$ cat src/numericPkg.sv
package numericPkg;

	// input features arrive as raw unsigned bytes.
	typedef logic [7:0] featureT;

	// weights are two's complement, one byte per neuron.
	typedef logic signed [7:0] weightT;

	// 187 products of 255 * -128 still fit in 24 bits signed.
	typedef logic signed [23:0] accT;

	// activations leave the layer as unsigned bytes.
	typedef logic [7:0] actT;

	localparam actT ActMax = '1; // saturation ceiling of an activation.

endpackage

$ cat src/layerPkg.sv
package layerPkg;

	import numericPkg::*;

	localparam int NumNeurons = 5;
	localparam int MaxInputs = 256; // the index type must cover any vector length up to this.

	typedef logic [$clog2(MaxInputs)-1:0] inputIdxT;

	// one entry of the weight memory holds a weight for every neuron.
	typedef weightT [NumNeurons-1:0] weightVecT;
	typedef accT [NumNeurons-1:0] accVecT;
	typedef actT [NumNeurons-1:0] actVecT;

	typedef struct packed {
		featureT feature;
		inputIdxT idx;
		logic first; // index zero of a vector.
		logic last;  // index NumInputs-1 of a vector.
	} featBeatT;

endpackage

$ cat src/pipeStage.sv
`timescale 1ns/10ps

module pipeStage #(
	parameter type PayloadT = logic
) (
	input logic clk,
	input logic rst,
	input logic inValid,
	output logic inReady,
	input PayloadT inData,
	output logic outValid,
	input logic outReady,
	output PayloadT outData
);

	// the slot takes a new item when empty or when its current item leaves.
	assign inReady = !outValid || outReady;

	always_ff @(posedge clk) begin
		if (rst) begin
			outValid <= 1'b0;
		end else if (inReady) begin
			outValid <= inValid;
		end
	end

	always_ff @(posedge clk) begin
		if (inValid && inReady) begin
			outData <= inData;
		end
	end

endmodule

$ cat src/featureSequencer.sv
`timescale 1ns/10ps

module featureSequencer
	import numericPkg::*, layerPkg::*;
#(
	parameter int NumInputs = 187
) (
	input logic clk,
	input logic rst,
	input logic featValid,
	output logic featReady,
	input featureT featData,
	output logic beatValid,
	input logic beatReady,
	output featBeatT beat
);

	inputIdxT idx;
	logic lastIdx;
	featBeatT nextBeat;

	assign lastIdx = (idx == inputIdxT'(NumInputs - 1));

	assign nextBeat = '{
		feature: featData,
		idx: idx,
		first: (idx == '0),
		last: lastIdx
	};

	// the counter only moves on an accepted feature and wraps at the vector end.
	always_ff @(posedge clk) begin
		if (rst) begin
			idx <= '0;
		end else if (featValid && featReady) begin
			idx <= lastIdx ? '0 : idx + 1'b1;
		end
	end

	pipeStage #(.PayloadT(featBeatT)) u_beatStage (
		.clk(clk),
		.rst(rst),
		.inValid(featValid),
		.inReady(featReady),
		.inData(nextBeat),
		.outValid(beatValid),
		.outReady(beatReady),
		.outData(beat)
	);

endmodule

$ cat config.mk
export PLATFORM = sky130hd
export DESIGN_NAME = featureSequencer
export DESIGN_NICKNAME = d
export VERILOG_FILES = /design/src/numericPkg.sv /design/src/layerPkg.sv /design/src/pipeStage.sv /design/src/featureSequencer.sv
export SDC_FILE = /design/constraint.sdc
export NUM_CORES = 1
export LEC_CHECK = 0
export BUFFER_PORTS_ARGS = -buffer_cell sky130_fd_sc_hd__buf_4
export CORE_MARGIN = 3
export CORE_UTILIZATION = 53
export CTS_CLUSTER_SIZE = 14
export DETAILED_ROUTE_END_ITERATION = 12
export PLACE_DENSITY_LB_ADDON = 0.25
export SYNTH_ARGS = -nofsm -noshare
export SYNTH_HDL_FRONTEND = slang
export SYNTH_SLANG_ARGS = --single-unit
$ cat constraint.sdc
create_clock -name clk -period 3.19 [get_ports clk]
set_input_delay 0.4785 -clock clk [delete_from_list [all_inputs] [get_ports clk]]
set_output_delay 0.4785 -clock clk [all_outputs]
set_load 0.02 [all_outputs]
==> results.md <==
- Layout cells sized above 1: 37.7%
- I/O pin total: 32
- DRT iter0 DRCs: 19
- Setup total negative slack: 0 ns
- Global-route wire length before repair: 3.15 mm
- Fmax achieved: 553 MHz
- CP arrival: 1.33 ns
- Post-Layout Cell Count: 139
- HP Class: in -> reg
- FF+latch count, synth: 27
- CP max FO: 15
- Clock root buffer: clkbuf_4
- Core area: 1860 um^2
- Horiz. Die Dim: 51.8 um
- Mapped Cells: 80
- Post-CTS setup repair buffer count: 0
- Routed WL: 1.91 mm
- Maximum clock path buffer count: 2
- Net Count, Synth: 95
- Yosys top cell by area: edfxtp_1
- Setup CP Type: reg -> out
- Peak supply drop: 0.000367 V
- Post-synth cell types: 28
- Number of global-route vias before repair: 718
- Antenna violations before repair: 0
- Delay-heaviest family, CP: flip-flops
- Final Power: 615 uW
- Worst path slowest cell: dfxtp_1
- Comb power frac: 12.6%
- DRT Pass-1 Iters: 4
- Most frequent cell after synthesis: edfxtp_1
- Placer Congestion: 0.846
- Post-DP HPWL: 1.44 mm
- Ys flop type: edfxtp_1
- FF-to-FF path depth: 4
- N_diodes: 0
- Max-Cap Viols: 0
- Static leakage: 0.000516 uW
- Fin crit period: 1.81 ns
- R2r setup slk: 1.65 ns
- Critical Path Start Type: flip-flop
- Area added between synthesis and finish: 24.6%
- # DRC: 0
- Port Buffers: 31
- Post-DR wirelength/cell: 13.8 um
- RSZ-0062 raised after global routing: no
- Sequential share of the synthesized area: 64.7%
- Final Hold Viols: 0
- Largest net degree at the start of global routing: 19
- Critical path depth: 3
- Num CTS Buffers: 3
- Yosys warning count: 0
- Die area: 2690 um^2
- Worst-margin pin slew: 0.402 ns
- Share of power burned in registers: 64.6%
- CTS tree: yes
- Pint: 471 uW
- Starting Density: 59.9%
- CP endpoint kind: output port
- Slew margin rel.: 72.5%
- Delay of the slowest critical-path stage: 0.35 ns
- Reg clk slew, reported paths: 0.14 ns
- Post-synth EDFFs: 18
- Final Setup Violations: 0
- Pwr dens: 443 nW/um^2
- Hold path depth: 1
- Gr ovfl total: 0
- Sw Share: 23.4%
- # clock sinks: 27
- Outcome: complete, no violations
- Inst Count DP: 135
- Area of the mapped netlist: 1110 um^2
- Vias per inst: 5.40
- PostCTS Resize Cnt: 0
- Slew Limit Fails: 0
- CP Cell Sequence: nor2b_4, inv_1, buf_4
- H-tree Lvls: 1
- WP data required: 2.71 ns
- WP buf/inv: 2
- Die Y: 51.8 um
- Vias: 750
- GRT Overall Usage: 15.9%
- Row count: 15
- Ys async rst share: 0%
- Period utilization: 56.7%
- Area share of the largest cell type after synthesis: 48.5%
- Mean post-synth cell area: 13.9 um^2
- Share of total power in the clock network: 22.8%
- Final core occ: 74.7%
- Switch Pwr: 144 uW
- # hold bufs at CTS: 0
- Clk_lat worst skew: 0.31 ns
- Fill count: 133
- ANT nets after route: 0
- Top cells by count, synth: 18 x edfxtp_1, 9 x dfxtp_1, 6 x a21oi_1, 6 x inv_1
- Final clock skew: 0.00850 ns
- Nets: 130
- Hold WS: 0.333 ns
- Ranking of synthesized cells by area: edfxtp_1 49%, dfxtp_1 16%, ha_1 3.4%
-- layout by cell type, fill, tap and decap left out, drive strengths merged, types with 2 or more instances in the layout --
| master | netlist | layout |
|---|---|---|
| clkbuf | 1 | 3 |
| or3 | 2 | 2 |
| buf | 1 | 32 |
| edfxtp | 18 | 18 |
| or4 | 3 | 3 |
| o31ai | 3 | 3 |
| nand2 | 2 | 2 |
| o21ai | 2 | 2 |
| ha | 3 | 3 |
| nor4 | 3 | 3 |
| nand3 | 5 | 5 |
| dfxtp | 9 | 9 |
| a21oi | 6 | 6 |
| nor2 | 4 | 4 |
| inv | 7 | 7 |
| nor2b | 2 | 2 |
-- power by group through the flow --
stage	Clock [uW]	Combinational, uW	Sequential [uW]
after detailed placement	0	78.3	405
after floorplan	0	23.7	423
after global routing	162	83.9	399
after CTS	145	78.6	398
after global placement	0	76.6	405
final	140	77.7	397
-- state kept, by name (all words and copies together), names as in the netlist --
register              flops
u_beatStage.outValid      1
u_beatStage.outData      18
idx                       8
-- worst paths after layout --
kind                                           endpoint            startpoint
worst max-delay path                          featReady  u_beatStage.outValid
worst min-delay path            u_beatStage.outData[14]           featData[4]
worst max register to register                   idx[7]                idx[1]
worst min register to register   u_beatStage.outData[7]                idx[5]
-- routing by layer --
layer / vias to the layer above / track usage, % / part of all wire [%]
met3: 2 / 2.87 / 6.9
met5: - / 0 / 0
li1: 374 / - / -
met1: 346 / 18.0 / 41
met4: 0 / 5.24 / 0.73
met2: 28 / 29.5 / 51
-- area by class of cell --
cell class                 instances  area, um^2  share of cell area, %
inverter                           7        26.3                   1.89
tap                               25        31.3                   2.25
sequential                        27         721                   51.9
timing repair buffer              32         240                   17.3
clock buffer                       3        22.5                   1.62
clock inverter                     1        5.00                  0.361
multi-input combinational         44         342                   24.6
-- cell families (layout without fill, tap and decap cells) --
| kind of cell | after synthesis | in the layout | share of synthesized area, % |
|---|---|---|---|
| simple gates | 25 | 25 | 15.6 |
| flops | 27 | 27 | 64.7 |
| mux | 1 | 1 | 1.01 |
| buf+inv | 9 | 43 | 4.61 |
| compound gates | 15 | 15 | 10.7 |
| fa+ha+maj | 3 | 3 | 3.37 |
-- metrics by stage --
step	setup slack, ns	instance area, um^2
6_report	1.38	1390
5_1_grt	1.30	1390
4_1_cts	1.38	1390
3_5_place_dp	1.50	1360
3_3_place_gp	1.54	1360
2_1_floorplan	1.33	1110
Note: power is estimated with default switching activity, not from simulation.
