### config.mk
export PLATFORM = sky130hd
export DESIGN_NAME = activationStage
export DESIGN_NICKNAME = d
export VERILOG_FILES = /design/src/numericPkg.sv /design/src/layerPkg.sv /design/src/pipeStage.sv /design/src/activationStage.sv
export SDC_FILE = /design/constraint.sdc
export NUM_CORES = 1
export LEC_CHECK = 0
export ABC_AREA = 0
export ABC_CLOCK_PERIOD_IN_PS = 1010
export BUFFER_PORTS_ARGS = -buffer_cell sky130_fd_sc_hd__buf_2
export CAP_MARGIN = 25
export CORE_ASPECT_RATIO = 1.75
export CORE_UTILIZATION = 34
export DETAILED_ROUTE_END_ITERATION = 8
export PLACE_DENSITY = 0.76
export SLEW_MARGIN = 30
export SYNTH_ARGS = -nofsm -noshare
export SYNTH_HDL_FRONTEND = slang
export SYNTH_HIERARCHICAL = 1
export SYNTH_SLANG_ARGS = --single-unit
### constraint.sdc
create_clock -name clk -period 1.01 [get_ports clk]
set_input_delay 0.202 -clock clk [delete_from_list [all_inputs] [get_ports clk]]
set_output_delay 0.202 -clock clk [all_outputs]
set_load 0.05 [all_outputs]
### src/numericPkg.sv
package numericPkg;

	// input features arrive as raw unsigned bytes.
	typedef logic [7:0] featureT;

	// weights are two's complement, one byte per neuron.
	typedef logic signed [7:0] weightT;

	// 187 products of 255 * -128 still fit in 24 bits signed.
	typedef logic signed [23:0] accT;

	// activations leave the layer as unsigned bytes.
	typedef logic [7:0] actT;

	localparam actT ActMax = '1; // saturation ceiling of an activation.

endpackage

### src/layerPkg.sv
package layerPkg;

	import numericPkg::*;

	localparam int NumNeurons = 5;
	localparam int MaxInputs = 256; // the index type must cover any vector length up to this.

	typedef logic [$clog2(MaxInputs)-1:0] inputIdxT;

	// one entry of the weight memory holds a weight for every neuron.
	typedef weightT [NumNeurons-1:0] weightVecT;
	typedef accT [NumNeurons-1:0] accVecT;
	typedef actT [NumNeurons-1:0] actVecT;

	typedef struct packed {
		featureT feature;
		inputIdxT idx;
		logic first; // index zero of a vector.
		logic last;  // index NumInputs-1 of a vector.
	} featBeatT;

endpackage

### src/pipeStage.sv
`timescale 1ns/10ps

module pipeStage #(
	parameter type PayloadT = logic
) (
	input logic clk,
	input logic rst,
	input logic inValid,
	output logic inReady,
	input PayloadT inData,
	output logic outValid,
	input logic outReady,
	output PayloadT outData
);

	// the slot takes a new item when empty or when its current item leaves.
	assign inReady = !outValid || outReady;

	always_ff @(posedge clk) begin
		if (rst) begin
			outValid <= 1'b0;
		end else if (inReady) begin
			outValid <= inValid;
		end
	end

	always_ff @(posedge clk) begin
		if (inValid && inReady) begin
			outData <= inData;
		end
	end

endmodule

### src/activationStage.sv
`timescale 1ns/10ps

module activationStage
	import numericPkg::*, layerPkg::*;
#(
	parameter int ShiftBits = 7
) (
	input logic clk,
	input logic rst,
	input logic sumValid,
	output logic sumReady,
	input accVecT sums,
	output logic outValid,
	input logic outReady,
	output actVecT outData
);

	actVecT act;

	always_comb begin
		accT shifted;
		for (int n = 0; n < NumNeurons; n++) begin
			shifted = sums[n] >>> ShiftBits;
			if (sums[n][$bits(accT)-1]) begin
				act[n] = '0; // negative sums are cut off before scaling.
			end else if (shifted > accT'(ActMax)) begin
				act[n] = ActMax;
			end else begin
				act[n] = shifted[$bits(actT)-1:0];
			end
		end
	end

	pipeStage #(.PayloadT(actVecT)) u_outStage (
		.clk(clk),
		.rst(rst),
		.inValid(sumValid),
		.inReady(sumReady),
		.inData(act),
		.outValid(outValid),
		.outReady(outReady),
		.outData(outData)
	);

endmodule

==> flow_metrics.py <==
metrics = {
    "critical_path": {
        "r2r-end": "u_outStage/outData[36]$_DFFE_PP_",
        "reg2reg_slack_ns": -0.16,
        "critical_path_required_ns": 1.02,
        "critPathMaxFanout": 8,
        "worstSetupPathType": "reg2reg",
        "crit_path_start_kind": "flip-flop",
        "cp_data_arrival_time_ns": 1.18,
        "ff2ff_path_depth": 4,
        "critPathCapture": "u_outStage/outData[36]$_DFFE_PP_",
        "worst_setup_path_end_kind": "flip-flop",
        "crit_start": "u_outStage/outValid$_SDFFE_PP0P_",
        "worstReg2RegStart": "u_outStage/outValid$_SDFFE_PP0P_",
    },
    "cts": {
        "cts_tree": "yes",
        "clock_path_buffers": 2,
        "cts-buffers-inserted": 5,
        "clk-insertion-delay-late_ns": 0.29,
        "clockRootBuffer": "clkbuf_8",
        "cts_hold_buf": 0,
        "clk_pin_slew_ns": 0.08,
        "h-tree-depth": 2,
        "cts.sink_count": 41,
    },
    "finish": {
        "final_cell_mix": "buf_2 (88), buf_6 (43), inv_1 (41)",
        "nets": 419,
        "drive_above_1_share_pct": 59.12,
        "fin_cells": 370,
        "syn_to_final_growth_pct": 72.63,
        "layout_commonest_cell": "buf_2",
        "stdcell_area_sq_um": 3259,
        "diodes": 0,
    },
    "placement": {
        "placed_area_sq_um": 2746,
        "dp_cells": 353,
        "pre_cts_ws_ns": -0.1443,
        "gp_congestion": 0.7038,
        "dp_hpwl_mm": 3.638,
        "io_buffers": 130,
    },
    "floorplan": {
        "ios": 166,
        "die_h_microns": 100.6,
        "start_util_pct": 35.63,
        "dieArea_sq_um": 5867,
        "die_x_microns": 58.33,
        "row_count": 35,
        "coreArea_sq_um": 5299,
    },
    "power": {
        "cellLeakagePower_nw": 1.516,
        "ir_drop_v": 0.0007153,
        "powerDensity_nw_per_um2": 1274,
    },
    "global_route": {
        "grt_pass1_wl_mm": 7.431,
        "grt_pass1_vias": 1699,
        "overflow": 0,
        "grt_util_all_layers_pct": 16.68,
        "grt_antenna_before_repair": 0,
        "grt_max_degree": 17,
    },
    "synth": {
        "syn_inst": 140,
        "synth_cell_types": 9,
        "synthesis.area_sq_um": 1888,
        "yosysWarnings": 6,
        "synthesis.nets": 264,
        "yosysSeqAreaShare_pct": 64.68,
        "synthTopCellsByArea": "edfxtp_1 (64%), a31oi_1 (13%), nor4_4 (11%)",
        "synth_top_cell_area_share_pct": 63.62,
        "synth_area_per_cell_sq_um": 13.49,
        "ys_ff_latch": 41,
        "yosysTopAreaCell": "edfxtp_1",
    },
    "drt": {
        "num_vias": 1675,
        "ant_nets": 0,
        "post_drt_wl_per_cell_microns": 13.09,
        "dr.pass1.iters": 4,
        "routed_wl_mm": 4.845,
        "route.detailed.drc": 0,
        "avgViaCountPerCell": 4.527,
        "drt-initial-drc-count": 39,
    },
    "worst_hold_path": {
        "hold_class": "in2reg",
    },
    "sta": {
        "layout_setup_ws_ns": -0.1566,
        "timing.setup.tns_ns": -6.002,
        "max_freq_ghz": 0.8572,
        "period_share_pct": 115.5,
        "tightest_slew_ns": 0.2004,
        "min_period_ns": 1.167,
        "hold_violations": 0,
        "clock_skew_ns": 0.002318,
        "slew_viol_final": 0,
        "rsz0062_at_grt": "yes",
        "whs_ns": 0.06122,
        "finalSetupViolCount": 76,
        "maxSlewHeadroom_pct": 86.54,
    },
    "status": {
        "status": "complete, but fails checks",
        "violations": "negative setup slack",
    },
    "flow_run": {
        "drv_cap": 0,
    },
}
-- cell type report --
| type | count | area, sq um |
|---|---|---|
| clock buffers | 5 | 68.82 |
| flip-flops and latches | 41 | 1225 |
| clock inverters | 3 | 17.52 |
| inverters | 41 | 153.9 |
| multi-input cells | 53 | 494.2 |
| fillers | 434 | 2039 |
| well taps | 74 | 92.59 |
| repair buffers | 153 | 1207 |
-- critical path, stage by stage, from the launching register on --
cell       delay (ns)
dfxtp_4          0.36
nand2b_4         0.07
and2_4           0.18
buf_12           0.13
clkbuf_16        0.15
-- cells by family after synthesis --
kind of cell           synth area share [%]
AOI/OAI and AO/OA                     13.72
and+or+nand+nor                       12.46
buffers and inverters                 9.145
DFF                                   64.68
-- synthesized netlist by cell type --
cell type and number:
inv_1 41, a31oi_1 40, edfxtp_1 40, nor4_4 10, buf_1 5, a21oi_2 1
and2_4 1, dfxtp_1 1, nand2b_4 1
-- repair_timing --
action / 4_1_cts / 5_1_grt
buffers inserted: 4 / 2
endpoints found under the setup margin: 81 / 81
gates resized for setup: 90 / 0
gates cloned: 1 / 3
-- power breakdown --
group          leakage [nW]  switching, mW  internal (mW)
clock                0.0439          0.542          0.476
sequential            0.396         0.0475           1.99
combinational          1.08          0.628          0.474
total                  1.52           1.22           2.94
-- flip-flops by register name, summed over array words and instances, names as in the netlist --
signal               flops
u_outStage/outData      40
u_outStage/outValid      1
-- per-stage QoR --
step | util (%) | total power [mW]
CTS | 60.33 | 4.154
global placement | 51.83 | 2.925
detailed placement | 51.83 | 2.945
finish | 61.51 | 4.154
floorplan | - | 2.563
global route | 61.51 | 4.338
-- layer usage --
metal	global-route usage, %	share of wire (%)	routed length, microns
met1	18.10	35	1681
met5	0	0	0
met2	30.86	57	2774
met4	8.059	3.0	145
met3	2.182	5.0	243
-- how the worst min path moves through the flow --
stage               cells after the start  startpoint                                to  slack (ns)
floorplan                               1         rst  u_outStage/outValid$_SDFFE_PP0P_        0.26
global placement                        2         rst  u_outStage/outValid$_SDFFE_PP0P_        0.35
detailed placement                      2         rst  u_outStage/outValid$_SDFFE_PP0P_        0.36
CTS                                     2         rst  u_outStage/outValid$_SDFFE_PP0P_        0.05
global route                            2         rst  u_outStage/outValid$_SDFFE_PP0P_        0.05
finish                                  2         rst  u_outStage/outValid$_SDFFE_PP0P_        0.06
(Power assumes the default switching activity.)
